===== src/common/clk_cfg_pkg.sv =====
/*
 * clock generator configuration types
 * per-channel divider settings, divider output bundle, register map
 */

package clk_cfg_pkg;

   localparam int NUM_CH = 2;  // divider channels

   // ######################################
   // channel settings
   // ######################################
   typedef struct packed {
      logic [7:0] div;    // period minus one, never 0
      logic [7:0] rise0;  // clkout0 rising match
      logic [7:0] fall0;  // clkout0 falling match
      logic [7:0] rise1;  // clkout1 rising match
      logic [7:0] fall1;  // clkout1 falling match
      logic       en;     // counter enable
   } ch_cfg_t;

   // settings after reset: divide by 2, everything else off
   localparam ch_cfg_t CFG_RST = '{div: 8'd1, default: '0};

   // divider outputs of one channel
   typedef struct packed {
      logic clkout0;
      logic clkout1;
      logic rise0;   // match pulses
      logic fall0;
      logic rise1;
      logic fall1;
      logic stable;  // settled after last change
   } ch_out_t;

   // register map, one set per channel
   typedef enum logic [2:0] {
      REG_DIV    = 3'd0,  // [7:0] period, also sets target
      REG_PHASE0 = 3'd1,  // [7:0] rise, [15:8] fall
      REG_PHASE1 = 3'd2,
      REG_CTRL   = 3'd3,  // [0] en
      REG_TARGET = 3'd4   // [7:0] target period for stepper
   } reg_addr_e;

endpackage

===== src/common/clk_bus_pkg.sv =====
/*
 * configuration write bus types
 * bus request shared by host and stepper, stepper FSM encodings
 */

package clk_bus_pkg;

   // one write on the shared bus
   typedef struct packed {
      logic                  valid;  // write strobe
      logic                  ch;     // channel select
      clk_cfg_pkg::reg_addr_e addr;
      logic [15:0]           data;
   } bus_req_t;

   // frequency stepper FSM
   typedef enum logic [1:0] {
      STEP_IDLE   = 2'd0,  // looking for an off-target channel
      STEP_REQ    = 2'd1,  // request held until granted
      STEP_SETTLE = 2'd2   // waiting for stable to drop and return
   } step_state_e;

   typedef enum logic {
      DIR_UP   = 1'b0,  // period grows, frequency drops
      DIR_DOWN = 1'b1
   } step_dir_e;

endpackage


===== src/clkgen_top.sv =====
/*
 * two-channel programmable clock generator
 * host and stepper share the register bus, registers feed two dividers
 */

`timescale 1ns/1ns

module clkgen_top #(
   parameter int COUNT_W = 8
) (
   input  logic                                          clk,
   input  logic                                          nreset,
   input  clk_bus_pkg::bus_req_t                         host_req,
   output clk_cfg_pkg::ch_out_t [clk_cfg_pkg::NUM_CH-1:0] ch_out,
   output logic                                          busy      // stepping in progress
);

   clk_bus_pkg::bus_req_t                             step_req;
   clk_bus_pkg::bus_req_t                             bus;
   logic                                              bus_step;
   logic                                              step_gnt;
   clk_cfg_pkg::ch_cfg_t [clk_cfg_pkg::NUM_CH-1:0]    cfg;
   logic [clk_cfg_pkg::NUM_CH-1:0]                    chg;
   logic [clk_cfg_pkg::NUM_CH-1:0][COUNT_W-1:0]       target;
   logic [clk_cfg_pkg::NUM_CH-1:0][7:0]               cur_div;
   logic [clk_cfg_pkg::NUM_CH-1:0]                    stable;

   cfg_arbiter cfg_arbiter_i (
      .host_req,
      .step_req,
      .bus,
      .bus_step,
      .step_gnt
   );

   cfg_regs #(.COUNT_W(COUNT_W)) cfg_regs_i (
      .clk,
      .nreset,
      .bus,
      .bus_step,
      .cfg,
      .chg,
      .target
   );

   freq_stepper freq_stepper_i (
      .clk,
      .nreset,
      .cur_div,
      .target,
      .stable,
      .step_gnt,
      .step_req,
      .busy
   );

   // one divider per channel
   for (genvar i = 0; i < clk_cfg_pkg::NUM_CH; i++) begin : g_ch
      assign cur_div[i] = cfg[i].div;
      assign stable[i]  = ch_out[i].stable;  // back to stepper

      clock_divider #(.COUNT_W(COUNT_W)) clock_divider_i (
         .clk,
         .nreset,
         .cfg (cfg[i]),
         .chg (chg[i]),
         .out (ch_out[i])
      );
   end

endmodule


===== src/cfg/freq_stepper.sv =====
/*
 * frequency stepper
 * walks each channel's period one count at a time toward its
 * target, waiting for the divider to settle between steps
 */

`timescale 1ns/1ns

module freq_stepper (
   input  logic                                      clk,
   input  logic                                      nreset,
   input  logic [clk_cfg_pkg::NUM_CH-1:0][7:0]       cur_div,
   input  logic [clk_cfg_pkg::NUM_CH-1:0][7:0]       target,
   input  logic [clk_cfg_pkg::NUM_CH-1:0]            stable,
   input  logic                                      step_gnt,
   output clk_bus_pkg::bus_req_t                     step_req,
   output logic                                      busy
);

   clk_bus_pkg::step_state_e          state;
   clk_bus_pkg::step_dir_e            dir;
   logic                              ptr;        // channel being stepped
   logic                              seen_low;   // stable dropped after our write
   logic [clk_cfg_pkg::NUM_CH-1:0]    off_target;
   logic [clk_cfg_pkg::NUM_CH-1:0]    ready;      // off target and settled
   logic                              pick;
   logic [7:0]                        next_div;

   always_comb begin
      for (int i = 0; i < clk_cfg_pkg::NUM_CH; i++) begin
         off_target[i] = (cur_div[i] != target[i]);
         ready[i]      = off_target[i] & stable[i];
      end
   end

   // lowest ready channel first
   always_comb begin
      pick = 1'b0;
      for (int i = clk_cfg_pkg::NUM_CH - 1; i >= 0; i--)
         if (ready[i])
            pick = 1'(i);
   end

   assign busy = |off_target;

   // ######################################
   // step FSM
   // ######################################

   always_ff @(posedge clk or negedge nreset) begin
      if (!nreset) begin
         state    <= clk_bus_pkg::STEP_IDLE;
         dir      <= clk_bus_pkg::DIR_UP;
         ptr      <= 1'b0;
         seen_low <= 1'b0;
      end else begin
         case (state)
            clk_bus_pkg::STEP_IDLE: begin
               if (|ready) begin
                  ptr   <= pick;
                  dir   <= (target[pick] > cur_div[pick]) ? clk_bus_pkg::DIR_UP
                                                          : clk_bus_pkg::DIR_DOWN;
                  state <= clk_bus_pkg::STEP_REQ;
               end
            end
            clk_bus_pkg::STEP_REQ: begin
               if (step_gnt) begin
                  seen_low <= 1'b0;
                  state    <= clk_bus_pkg::STEP_SETTLE;
               end
            end
            clk_bus_pkg::STEP_SETTLE: begin
               if (!stable[ptr])
                  seen_low <= 1'b1;  // divider restarted
               else if (seen_low)
                  state <= clk_bus_pkg::STEP_IDLE;  // settled again
            end
            default: state <= clk_bus_pkg::STEP_IDLE;
         endcase
      end
   end

   // ######################################
   // bus request
   // ######################################

   // from live div, so a host write just before the grant is honored
   assign next_div = (dir == clk_bus_pkg::DIR_UP) ? cur_div[ptr] + 8'd1
                                                  : cur_div[ptr] - 8'd1;

   always_comb begin
      step_req.valid = (state == clk_bus_pkg::STEP_REQ);
      step_req.ch    = ptr;
      step_req.addr  = clk_cfg_pkg::REG_DIV;
      step_req.data  = {8'h00, next_div};
   end

endmodule


===== src/cfg/cfg_arbiter.sv =====
/*
 * register bus arbiter
 * fixed priority, host over stepper, host never stalled
 */

`timescale 1ns/1ns

module cfg_arbiter (
   input  clk_bus_pkg::bus_req_t host_req,  // one-cycle strobes
   input  clk_bus_pkg::bus_req_t step_req,  // level until granted
   output clk_bus_pkg::bus_req_t bus,
   output logic                  bus_step,  // stepper owns this cycle
   output logic                  step_gnt
);

   // ######################################
   // priority mux
   // ######################################

   always_comb begin
      if (host_req.valid) begin
         bus      = host_req;  // host always wins
         bus_step = 1'b0;
      end else begin
         bus      = step_req;  // idle bus carries stepper, valid may be low
         bus_step = 1'b1;
      end
   end

   // stepper keeps its request up, so a lost cycle is retried
   assign step_gnt = step_req.valid & ~host_req.valid;

endmodule


===== src/cfg/cfg_regs.sv =====
/*
 * configuration register block
 * decodes bus writes per channel, clamps periods, holds stepper
 * targets and pulses chg on every settings update
 */

`timescale 1ns/1ns

module cfg_regs #(
   parameter int COUNT_W = 8
) (
   input  logic                                             clk,
   input  logic                                             nreset,
   input  clk_bus_pkg::bus_req_t                            bus,
   input  logic                                             bus_step,  // stepper owns bus
   output clk_cfg_pkg::ch_cfg_t [clk_cfg_pkg::NUM_CH-1:0]   cfg,
   output logic [clk_cfg_pkg::NUM_CH-1:0]                   chg,
   output logic [clk_cfg_pkg::NUM_CH-1:0][COUNT_W-1:0]      target
);

   logic [COUNT_W-1:0] wr_period;  // clamped period from write data

   // period 0 would be a bypass, run it as divide by 2 instead
   assign wr_period = (bus.data[COUNT_W-1:0] == '0) ? COUNT_W'(1) : bus.data[COUNT_W-1:0];

   // ######################################
   // register write decode
   // ######################################

   always_ff @(posedge clk or negedge nreset) begin
      if (!nreset) begin
         for (int i = 0; i < clk_cfg_pkg::NUM_CH; i++) begin
            cfg[i]    <= clk_cfg_pkg::CFG_RST;
            target[i] <= COUNT_W'(1);  // equals div, so stepper idle
         end
         chg <= '0;
      end else begin
         chg <= '0;  // single-cycle pulse
         if (bus.valid) begin
            case (bus.addr)
               clk_cfg_pkg::REG_DIV: begin
                  cfg[bus.ch].div <= wr_period;
                  if (!bus_step)
                     target[bus.ch] <= wr_period;  // host write sets new goal
                  chg[bus.ch] <= 1'b1;
               end
               clk_cfg_pkg::REG_PHASE0: begin
                  cfg[bus.ch].rise0 <= bus.data[7:0];
                  cfg[bus.ch].fall0 <= bus.data[15:8];
                  chg[bus.ch]       <= 1'b1;
               end
               clk_cfg_pkg::REG_PHASE1: begin
                  cfg[bus.ch].rise1 <= bus.data[7:0];
                  cfg[bus.ch].fall1 <= bus.data[15:8];
                  chg[bus.ch]       <= 1'b1;
               end
               clk_cfg_pkg::REG_CTRL: begin
                  cfg[bus.ch].en <= bus.data[0];
                  chg[bus.ch]    <= 1'b1;
               end
               clk_cfg_pkg::REG_TARGET: begin
                  target[bus.ch] <= wr_period;  // no chg, divider untouched
               end
               default: begin
                  // unmapped address, write ignored
               end
            endcase
         end
      end
   end

endmodule


===== src/clock_divider.sv =====
/*
 * clock divider channel
 * programmable period counter, two registered output clocks with
 * rise/fall match pulses, stable flag after seven settled periods
 */

`timescale 1ns/1ns

module clock_divider #(
   parameter int COUNT_W = 8
) (
   input  logic                 clk,
   input  logic                 nreset,
   input  clk_cfg_pkg::ch_cfg_t cfg,
   input  logic                 chg,     // settings changed, restart
   output clk_cfg_pkg::ch_out_t out
);

   logic [COUNT_W-1:0] counter;       // cycle counter, 0..div
   logic [2:0]         periods;       // settled periods since chg
   logic               stable;
   logic               period_match;
   logic               rise0;
   logic               fall0;
   logic               rise1;
   logic               fall1;
   logic               clkout0;
   logic               clkout1;

   // ######################################
   // cycle counter
   // ######################################

   assign period_match = cfg.en & (counter == COUNT_W'(cfg.div));  // wrap point

   always_ff @(posedge clk or negedge nreset) begin
      if (!nreset) begin
         counter <= '0;
      end else if (chg) begin
         counter <= '0;  // restart so a shorter period can't be overrun
      end else if (cfg.en) begin
         if (period_match)
            counter <= '0;
         else
            counter <= counter + 1'b1;
      end
   end

   // ######################################
   // stable detect
   // ######################################

   always_ff @(posedge clk or negedge nreset) begin
      if (!nreset) begin
         periods <= '0;
      end else if (chg) begin
         periods <= '0;
      end else if (period_match && !stable) begin
         periods <= periods + 3'd1;  // saturates via stable
      end
   end

   assign stable = (periods == 3'd7);  // seven wraps seen, then hold

   // ######################################
   // edge selectors
   // ######################################

   // match pulses only while counting, so idle channel stays quiet
   assign rise0 = cfg.en & (counter == COUNT_W'(cfg.rise0));
   assign fall0 = cfg.en & (counter == COUNT_W'(cfg.fall0));
   assign rise1 = cfg.en & (counter == COUNT_W'(cfg.rise1));
   assign fall1 = cfg.en & (counter == COUNT_W'(cfg.fall1));

   // ######################################
   // output clocks
   // ######################################

   // registered on rising edge only, no bypass path
   always_ff @(posedge clk or negedge nreset) begin
      if (!nreset) begin
         clkout0 <= 1'b0;
         clkout1 <= 1'b0;
      end else if (chg) begin
         clkout0 <= 1'b0;  // restart from low phase
         clkout1 <= 1'b0;
      end else begin
         if (rise0)
            clkout0 <= 1'b1;  // rise wins if both match
         else if (fall0)
            clkout0 <= 1'b0;
         if (rise1)
            clkout1 <= 1'b1;
         else if (fall1)
            clkout1 <= 1'b0;
      end
   end

   always_comb begin
      out.clkout0 = clkout0;
      out.clkout1 = clkout1;
      out.rise0   = rise0;
      out.fall0   = fall0;
      out.rise1   = rise1;
      out.fall1   = fall1;
      out.stable  = stable;
   end

endmodule


===== config.mk =====
export PLATFORM = sky130hd
export DESIGN_NAME = clkgen_top
export DESIGN_NICKNAME = d
export VERILOG_FILES = /design/src/common/clk_cfg_pkg.sv /design/src/common/clk_bus_pkg.sv /design/src/clkgen_top.sv /design/src/cfg/freq_stepper.sv /design/src/cfg/cfg_arbiter.sv /design/src/cfg/cfg_regs.sv /design/src/clock_divider.sv
export SDC_FILE = /design/constraint.sdc
export NUM_CORES = 1
export LEC_CHECK = 0
export ABC_CLOCK_PERIOD_IN_PS = 3300
export BUFFER_PORTS_ARGS = -buffer_cell sky130_fd_sc_hd__buf_4
export CORE_UTILIZATION = 40
export CTS_CLUSTER_SIZE = 30
export DETAILED_ROUTE_END_ITERATION = 16
export PLACE_DENSITY = 0.67
export SYNTH_ARGS = -nofsm -noshare
export SYNTH_HDL_FRONTEND = slang
export SYNTH_SLANG_ARGS = --single-unit

===== constraint.sdc =====
create_clock -name clk -period 3.3 [get_ports clk]
set_input_delay 0.66 -clock clk [delete_from_list [all_inputs] [get_ports clk]]
set_output_delay 0.66 -clock clk [all_outputs]
set_load 0.1 [all_outputs]

After elaboration in Yosys (flattened, before gate mapping)
Cells that the tools add are included.
Storage, ports and cells
  register bits: 131
  bits of input ports: 23
  logic and storage cells: 177
Cells by class
  order comparisons: 5
  bitwise operators: 14
  eq/ne operators: 26
  add/subtract/negate cells: 6
  reduce and logical (&&, ||, !) cells: 27
  multiplexer cells: 72
Operators by type and width (number)
  82-bit bitwise mux: 6
  82-bit one-hot mux with 4 select lines: 1
  41-bit demux with 1-bit select: 6
  8-bit two-way mux: 15
  8-bit equality test: 10
  41-bit two-way mux: 1
  33-bit two-way mux: 1
  16-bit one-hot mux with 2 select lines: 1
  25-bit two-way mux: 1
  8-bit by 1-bit adder with 8-bit output (second input constant): 3
  1-bit two-way mux: 21
  21-bit two-way mux: 1
  17-bit two-way mux: 1
  16-bit bitwise mux: 1
  16-bit two-way mux: 1
  8-bit inequality test: 2
  1-bit AND: 13
  2-bit two-way mux: 6
  3-bit two-way mux: 4
  2-bit nonzero test: 6
  3-bit nonzero test: 4
  3-bit equality test (second input constant): 3
  9-bit two-way mux: 1
  8-bit demux with 1-bit select: 1
  other kinds (26): 40

Logic depth before layout (Yosys ltp)
Gate-level depths: netlist (run 1).
  depth in word-level cells: 12
  gate-level depth with buffers: 14
  gate-level depth less buffers: 13

Cells and area by module
Synthesis (run 1) repeated with hierarchy kept, for this count alone.
Second synthesis, totals
  cells, all modules: 665
  area, all modules: 7946.4 µm²
By module, submodules not included
  cfg_regs: area each 3877.5 µm², instances 1, cells an instance 226
  clock_divider (g_ch[1].clock_divider_i): area each 1307.5 µm², instances 1, cells an instance 141
  freq_stepper: area each 1256.2 µm², instances 1, cells an instance 139
  clock_divider (g_ch[0].clock_divider_i): area each 1241.2 µm², instances 1, cells an instance 134
  cfg_arbiter: area each 264.0 µm², instances 1, cells an instance 25

Worst setup path after synthesis (run 1)
No wires, ideal clock.
  path type: reg2reg
  start: reg freq_stepper_i.ptr
  end: reg cfg_regs_i.target[0] in the netlist's numbering
  path slack: 0.346 ns
  arrival: 2.877 ns
  required time: 3.223 ns
  cell stages (with the launch flop): 10
  clock period less this slack: 2.954 ns
  path through: dfrtp_1 -> buf_1 -> mux2_2 -> ha_1 -> nor2b_1 -> o211a_1 -> a211oi_1 -> and4_1 -> nand4_4 -> a31oi_1
On the way
  word-level cells in the longest chain between the ends: 10
  elaborated cells between the ends (all ways): 16
Ends and longest elaborated chain
  from (decl): line freq_stepper.sv:22  | logic ptr;
  from (signal assigned): line freq_stepper.sv:60  | ptr <= pick;
  8-bit two-way mux (implied by the code) (2 in a row): line freq_stepper.sv:88, freq_stepper.sv:89
  8-bit by 1-bit adder with 8-bit output / 8-bit by 1-bit subtractor with 8-bit output (equally long branches): line freq_stepper.sv:88, freq_stepper.sv:89
  8-bit two-way mux: line freq_stepper.sv:88  | assign next_div = (dir == clk_bus_pkg::DIR_UP) ? cur_div[ptr] + 8'd1
  21-bit two-way mux (*): line cfg_arbiter.sv:21  | if (host_req.valid) begin
  8-bit zero test: line cfg_regs.sv:24  | assign wr_period = (bus.data[COUNT_W-1:0] == '0) ? COUNT_W'(1) : bus.data[COUNT_W-1:0];
  8-bit two-way mux: line cfg_regs.sv:24
  16-bit bitwise mux (*): line cfg_regs.sv:44, cfg_regs.sv:62
  16-bit two-way mux: line cfg_regs.sv:43  | if (!bus_step)
  16-bit one-hot mux with 2 select lines (*): line cfg_regs.sv:40  | case (bus.addr)
  to (signal, indexed assignment): line cfg_regs.sv:44  | target[bus.ch] <= wr_period;
  to (signal, indexed assignment): line cfg_regs.sv:62  | target[bus.ch] <= wr_period;
  to (decl): line cfg_regs.sv:18  | output logic [clk_cfg_pkg::NUM_CH-1:0][COUNT_W-1:0] target
Mark *: on every way between the ends. The rest lies on a longest branch, timed or not. The select of a mux whose other input is x is not followed.
A chain may end at the register's enable or synchronous reset.

Worst setup path after layout (run 1)
  start: reg cfg_regs_i.cfg[80] (netlist name)
  end: reg freq_stepper_i.dir
On the way
  word-level cells in the longest chain between the ends: 8
  elaborated cells between the ends (all ways): 12
Ends and longest elaborated chain
  8-bit inequality test: line freq_stepper.sv:31  | off_target[i] = (cur_div[i] != target[i]);
  1-bit AND: line freq_stepper.sv:32  | ready[i] = off_target[i] & stable[i];
  1-bit two-way mux (2 in a row): line freq_stepper.sv:40  | if (ready[i])
  8-bit two-way mux (implied by the code) (2 in a row): line freq_stepper.sv:61  | dir <= (target[pick] > cur_div[pick]) ? clk_bus_pkg::DIR_UP
  8-bit > comparator: line freq_stepper.sv:61
  1-bit two-way mux: line freq_stepper.sv:61
  to (signal assigned): line freq_stepper.sv:53  | dir <= clk_bus_pkg::DIR_UP;
  to (signal assigned): line freq_stepper.sv:61
  to (decl): line freq_stepper.sv:21  | clk_bus_pkg::step_dir_e dir;
Parallel ways exist; a longest one is shown, timed or not. The select of a mux whose other input is x is not followed.

==> results of run 1 <==
[per-stage QoR]
| step | total power [W] | std cells |
|---|---|---|
| finish | 0.00584 | 1043 |
| global route | 0.00617 | 1043 |
| CTS | 0.00586 | 1043 |
| detailed placement | 0.00412 | 1011 |
| global placement | 0.00408 | 1011 |
| floorplan | 0.00362 | 771 |
[Yosys cell counts (all sizes together) (3+ instances only)]
library cell and number:
xor2 43, nor2 42, and2 5, and3 5, or3 7, dfstp 4
clkbuf 36, nand3 18, inv 10, nand4 10, buf 19, o21ai 105
dfrtp 127, a21o 5, nor2b 4, nor4 12, nor3b 3, nand2b 6
ha 20, mux2 17, nand3b 5, a31oi 5, nand2 128, xnor2 66
nor3 5, a21oi 23, o21a 5, mux2i 14
[area by class of cell]
cell class | instances | area (um2)
well taps | 225 | 282
flip-flops and latches | 131 | 3280
inverters | 10 | 37.5
repair buffers | 70 | 542
multi-input cells | 575 | 3660
fillers | 1639 | 9130
clock buffers | 25 | 495
clock inverters | 7 | 50.0
[flip-flops by register name, indices dropped and copies added, names as in the netlist]
| register | count |
|---|---|
| freq_stepper_i.ptr | 1 |
| cfg_regs_i.cfg | 82 |
| cfg_regs_i.chg | 2 |
| freq_stepper_i.dir | 1 |
| g_ch.clock_divider_i.counter | 16 |
| g_ch.clock_divider_i.clkout0 | 2 |
| freq_stepper_i.seen_low | 1 |
| cfg_regs_i.target | 16 |
| freq_stepper_i.state | 2 |
| g_ch.clock_divider_i.clkout1 | 2 |
| g_ch.clock_divider_i.periods | 6 |
[how the worst max path moves through the flow]
stage,endpoint,depth (start not counted),startpoint,slack [ns]
finish,freq_stepper_i.dir,12,cfg_regs_i.cfg[80],0.20
global route,freq_stepper_i.dir,12,cfg_regs_i.cfg[80],0.005
CTS,ch_out[2],5,g_ch[0].clock_divider_i.counter[4],0.12
detailed placement,freq_stepper_i.dir,12,cfg_regs_i.cfg[80],0.18
global placement,freq_stepper_i.dir,12,cfg_regs_i.cfg[80],0.20
floorplan,cfg_regs_i.target[0],9,freq_stepper_i.ptr,0.35
[worst register-to-register path: stages (launching register included)]
cell	delay (ns)
dfrtp_1	0.43
xor2_1	0.19
nor4_1	0.39
a21boi_0	0.25
nand2_2	0.26
buf_4	0.22
mux2_2	0.35
ha_1	0.31
o21a_1	0.11
o21a_1	0.15
o21ai_0	0.14
a21oi_1	0.08
mux2i_1	0.14
[cells by family after synthesis]
kind of cell | Yosys count | synth area share [%]
DFF | 131 | 45.4
muxes | 31 | 4.63
AOI/OAI and AO/OA | 160 | 12.8
adders and majority gates | 21 | 3.74
xor gates and xnor gates | 109 | 13.2
buffers and inverters | 65 | 4.13
and+or+nand+nor | 254 | 16.1
[power breakdown]
part	internal (W)	leakage [nW]	switching, W	total (W)
Sequential	0.00194	1.69	0.000391	0.00233
Clock	0.00104	0.259	0.000696	0.00174
Combinational	0.000756	1.92	0.00102	0.00178
[layer usage]
metal,vias to the layer above,track usage (%),routed length [um]
met3,20,4.30,851
met4,0,5.06,232
li1,2692,-,-
met5,-,0,0
met1,2695,28.6,8450
met2,142,33.5,8410
==> results.sh, run 1 <==
export IMPL_power_density_nw_per_um2=699
export IMPL_holdCritPathClass="input port to asynchronous set/reset pin"
export IMPL_synth_area_leader_cell="dfrtp_1"
export IMPL_tightest_slew_ns=0.946
export IMPL_synth_edf_count=0
export IMPL_slew_viol_final=0
export IMPL_layout_drive_gt1_share_pct=15.3
export IMPL_hold_buffers=0
export IMPL_crit_fanout=9
export IMPL_worstReg2RegEnd="freq_stepper_i.dir"
export IMPL_ant_nets=0
export IMPL_dp_hpwl_um=12900
export IMPL_dpl_instance_area_um2=7800
export IMPL_drt_iter0_drc=325
export IMPL_ys_ff_latch=131
export IMPL_r2r_cells=12
export IMPL_ys_seq_area_share_pct=45.4
export IMPL_critPathArrivalTime_ns=3.43
export IMPL_worst_hold_slack_ns=0.267
export IMPL_clockBufferDepth=2
export IMPL_grt_max_degree=72
export IMPL_clock_tree_root_cell="clkbuf_16"
export IMPL_post_cts_buffers=0
export IMPL_crit_slowest_cell="dfrtp_1"
export IMPL_avgSynthCellArea_um2=9.38
export IMPL_synth_warnings=0
export IMPL_setup_slack_ns=0.200
export IMPL_die_area_um2=18600
export IMPL_postSynthCellCount=771
export IMPL_numCtsBuffers=17
export IMPL_finalSetupViolCount=0
export IMPL_worst_ep_required_time_ns=3.63
export IMPL_cts_tree="built"
export IMPL_io_pins=38
export IMPL_coreArea_um2=17500
export IMPL_synth_top_area_share_pct=43.9
export IMPL_crit_path_frequent_cell="o21a_1"
export IMPL_grt_pass1_wl_um=28800
export IMPL_leakagePower_nw=3.88
export IMPL_grt_usage_pct=20.8
export IMPL_critPathLaunchType="register"
export IMPL_cp_end_kind="register"
export IMPL_finalCritPeriodShare_pct=93.9
export IMPL_num_antenna_cells=0
export IMPL_reg2reg_setup_slack_ns=0.20
export IMPL_grt_pass1_vias=5306
export IMPL_crit_type="register to register"
export IMPL_dp_slack_ns=0.182
export IMPL_max_freq_ghz=0.323
export IMPL_drc_errors=0
export IMPL_final_cell_mix="nand2_1, dfrtp_1, o21ai_0"
export IMPL_synth_area_um2=7240
export IMPL_antenna_found_initial=0
export IMPL_row_count=48
export IMPL_grt_ovfl_total=0
export IMPL_vias=5549
export IMPL_period_needed_ns=3.10
export IMPL_synth_main_ff_cell="dfrtp_1"
export IMPL_die_w_um=136
export IMPL_drt_total_wl_um=17900
export IMPL_yosys_top_cells_area="dfrtp_1, xnor2_1, o21ai_0"
export IMPL_final_core_util_pct=47.8
export IMPL_cts_sinks=131
export IMPL_crit_path_cell_trace="xor2_1 -> nor4_1 -> a21boi_0 -> nand2_2 -> buf_4 -> mux2_2 -> ha_1 -> o21a_1 -> o21a_1 -> o21ai_0 -> a21oi_1 -> mux2i_1"
export IMPL_maxCapViolations=0
export IMPL_gp_congestion=0.921
export IMPL_ys_async_sr_fraction_pct=100
export IMPL_fin_skew_ns=0.00771
export IMPL_syn_to_final_growth_pct=15.4
export IMPL_cpPeakStageDelay_ns=0.43
export IMPL_fin_tns_setup_ns=0
export IMPL_wl_per_cell_um=17.2
export IMPL_cts_htree_levels=4
export IMPL_clkTransAtPathRegs_ns=0.06
export IMPL_fin_area_um2=8350
export IMPL_hold_violations=0
export IMPL_fp_dieH_um=136
export IMPL_vdd_ir_drop_worst_uv=523
export IMPL_io_buffers=37
export IMPL_vias_per_cell=5.32
export IMPL_slew_headroom_pct=36.8
export IMPL_synth_nets=815
export IMPL_start_util_pct=41.4
export IMPL_r2r_start="cfg_regs_i.cfg[80]"
export IMPL_status="complete, no violations"
export IMPL_firstDrtPassIters=5
export IMPL_path_buf_inv=1
export IMPL_cp_top_family="compound AO/OA/AOI/OAI gates"
export IMPL_yosysUniqueCellTypes=53
export IMPL_postCtsResizedCells=0
export IMPL_insertion_delay_ns=0.42
export IMPL_final_nets=849
export IMPL_rsz0062_at_grt="false"
Power figures use the tool's default switching activity.
==> run 2: changes to the inputs <==
--- a/config.mk
+++ b/config.mk
@@ -11,6 +11,8 @@
 export CTS_CLUSTER_SIZE = 30
 export DETAILED_ROUTE_END_ITERATION = 16
 export PLACE_DENSITY = 0.67
+export RECOVER_POWER = 50
 export SYNTH_ARGS = -nofsm -noshare
 export SYNTH_HDL_FRONTEND = slang
+export SYNTH_HIERARCHICAL = 1
 export SYNTH_SLANG_ARGS = --single-unit
==> run 2 against run 1 <==
Net effect: combinational power is 75% higher; fmax is 0.40% lower; critical path depth stayed put; global-route usage is 1.6 points lower; setup slack worse by 0.012 ns; area after synthesis is 9.8% higher; largest power group is now combinational cells; final cell count is 7.4% lower; non-clock buffer count is 16 lower; clock skew is 0.0012 ns higher; clock power is 13% higher; count of clock-buffer cells in the layout is 7 lower; the flow now finishes with violations (capacitance limit, slew limit); final area is 5.8% higher.
==> results.sh, run 2 <==
export IMPL_status="finished with violations"
export IMPL_crit_type="register to register"
export IMPL_power_density_nw_per_um2=905
export IMPL_violations="capacitance limit, slew limit"
export IMPL_layout_drive_gt1_share_pct=35.1
export IMPL_multi_input_area_um2=4160
export IMPL_ys_ff_latch=131
export IMPL_final_seq_area_um2=3280
export IMPL_worst_ep_required_time_ns=3.67
export IMPL_clockBufferDepth=2
export IMPL_vdd_ir_drop_worst_uv=334
export IMPL_ys_seq_area_share_pct=41.3
export IMPL_synth_common_cells="dfrtp_1, mux2_2, xnor2_1, buf_4, nor2_1"
export IMPL_coreArea_um2=19500
export IMPL_grt_usage_pct=19.3
export IMPL_maxCapViolations=1
export IMPL_start_util_pct=40.8
export IMPL_final_cell_mix="dfrtp_1, mux2_2, xnor2_1"
export IMPL_holdCritPathClass="register to register"
export IMPL_grt_pass1_wl_um=29000
export IMPL_fp_dieH_um=143
export IMPL_drc_errors=0
export IMPL_clkTransAtPathRegs_ns=0.06
export IMPL_critPathLaunchType="register"
export IMPL_finalCritPeriodShare_pct=94.3
export IMPL_leakagePower_nw=3.82
export IMPL_ant_nets=0
export IMPL_yosys_top_cells_area="dfrtp_1, mux2_2, xnor2_1"
export IMPL_postCtsResizedCells=0
export IMPL_cp_end_kind="register"
export IMPL_synth_most_common_cell="dfrtp_1"
export IMPL_hold_buffers=0
export IMPL_critPathArrivalTime_ns=3.48
export IMPL_numCtsBuffers=17
export IMPL_grt_max_degree=76
export IMPL_slew_viol_final=76
export IMPL_synth_main_ff_cell="dfrtp_1"
export IMPL_io_pins=38
export IMPL_final_common_cell="dfrtp_1"
export IMPL_largest_register="cfg_regs_i/cfg"
export IMPL_synth_edf_count=0
export IMPL_firstDrtPassIters=5
export IMPL_crit_fanout=9
export IMPL_cts_tree="built"
export IMPL_max_freq_ghz=0.321
export IMPL_n_fill_cell=1795
export IMPL_final_nets=732
export IMPL_postSynthCellCount=665
export IMPL_fin_area_um2=8830
export IMPL_dpl_instance_area_um2=8240
export IMPL_vias_per_cell=5.15
export IMPL_io_buffers=37
export IMPL_slew_headroom_pct=-28.0
export IMPL_cts_sinks=131
export IMPL_ys_async_sr_fraction_pct=100
export IMPL_fin_tns_setup_ns=0
export IMPL_synth_warnings=6
export IMPL_rsz0062_at_grt="false"
export IMPL_insertion_delay_ns=0.42
export IMPL_hold_violations=0
export IMPL_finalPower_w=0.00799
export IMPL_yosysUniqueCellTypes=58
export IMPL_drt_iter0_drc=269
export IMPL_fin_skew_ns=0.00893
export IMPL_reg_largest_list="cfg_regs_i/cfg: 82 flops, cfg_regs_i/target: 16 flops, g_ch.clock_divider_i/counter: 16 flops"
export IMPL_drt_total_wl_um=18200
export IMPL_syn_to_final_growth_pct=11.2
export IMPL_finalSetupViolCount=0
export IMPL_synth_area_um2=7950
export IMPL_die_w_um=143
export IMPL_gp_congestion=0.842
export IMPL_num_antenna_cells=0
export IMPL_row_count=51
export IMPL_synth_top_area_share_pct=40.0
export IMPL_cts_htree_levels=4
export IMPL_grt_ovfl_total=0
export IMPL_synth_area_leader_cell="dfrtp_1"
export IMPL_clock_tree_root_cell="clkbuf_16"
export IMPL_dp_hpwl_um=12800
export IMPL_die_area_um2=20400
export IMPL_wl_per_cell_um=18.9
export IMPL_tightest_slew_ns=1.92
export IMPL_worst_hold_slack_ns=0.515
export IMPL_vias=4973
export IMPL_period_needed_ns=3.11
export IMPL_antenna_found_initial=0
export IMPL_grt_pass1_vias=5027
export IMPL_largest_reg_flops=82
export IMPL_avgSynthCellArea_um2=11.9
export IMPL_post_cts_buffers=0
[run 2: cell count changes after synthesis, moves of 7 or more]
cell,previous run,this run
nand2_1,128,19
mux2_2,16,123
o21ai_0,102,5
xnor2_1,66,100
xor2_1,43,10
clkbuf_1,36,5
buf_4,14,32
buf_6,0,15
nor2_1,42,28
mux2_4,1,11
a21oi_1,23,14
nor4_1,12,4
nand3_1,18,11
nand4_1,9,16
[run 2: where the power goes]
part | leakage [nW] | internal (W) | switching [W]
combinational | 1.86 | 0.00154 | 0.00159
clock | 0.297 | 0.00122 | 0.000756
sequential | 1.66 | 0.00221 | 0.000688
[run 2: area by class of cell]
type / count / area share (%)
clock inverters: 14 / 2.00
repair buffers: 54 / 4.40
clock buffers: 18 / 4.97
flip-flops and latches: 131 / 37.2
inverters: 14 / 0.595
well taps: 265 / 3.75
multi-input cells: 470 / 47.1
[run 2: path summary, 6_finish.rpt]
kind / cells past startpoint / end / slack, ns / start
worst min-delay path: 2 / g_ch[0].clock_divider_i/clkout0 / 0.52 / g_ch[0].clock_divider_i/clkout0
worst max register to register: 12 / cfg_regs_i/target[0] / 0.19 / freq_stepper_i/ptr
min in group asynchronous: 1 / g_ch[1].clock_divider_i/periods[1] / 0.74 / nreset
worst min register to register: 2 / g_ch[0].clock_divider_i/clkout0 / 0.52 / g_ch[0].clock_divider_i/clkout0
worst max-delay path: 12 / cfg_regs_i/target[0] / 0.19 / freq_stepper_i/ptr
max in group asynchronous: 2 / cfg_regs_i/cfg[65] / 0.75 / nreset
[run 2: layer usage]
| metal | share of wire [%] | wire (um) | vias up | track usage, % |
|---|---|---|---|---|
| met5 | 0 | 0 | - | 0 |
| met4 | 1.8 | 321 | 0 | 7.36 |
| met3 | 4.5 | 811 | 19 | 3.99 |
| met1 | 46 | 8370 | 2525 | 25.6 |
| li1 | - | - | 2338 | - |
| met2 | 48 | 8720 | 91 | 30.7 |
[run 2: cells by family after synthesis]
| logic type | synth area share, % |
|---|---|
| xor+xnor | 12.9 |
| mux | 21.7 |
| fa+ha+maj | 3.40 |
| flops | 41.3 |
| other cells | 0.0472 |
| simple gates | 9.79 |
| compound gates | 4.11 |
| buf+inv | 6.74 |
[run 2: critical path: stages (launching register included)]
cell and delay [ns]:
dfrtp_1 0.38, buf_4 0.20, mux2_2 0.35, ha_1 0.34, a21o_1 0.17, a21oi_1 0.21
o21bai_1 0.09, a21oi_1 0.19, xnor2_1 0.08, mux2_2 0.37, nor4_1 0.31, a21o_1 0.21
mux2_2 0.16
[run 2: per-stage QoR]
| stage | instances | util, % | setup slack (ns) |
|---|---|---|---|
| floorplan | 675 | - | 0.409 |
| global placement | 934 | 42.3 | 0.328 |
| detailed placement | 934 | 42.3 | 0.253 |
| CTS | 966 | 45.5 | 0.237 |
| global route | 966 | 45.4 | 0.00225 |
| finish | 966 | 45.4 | 0.188 |
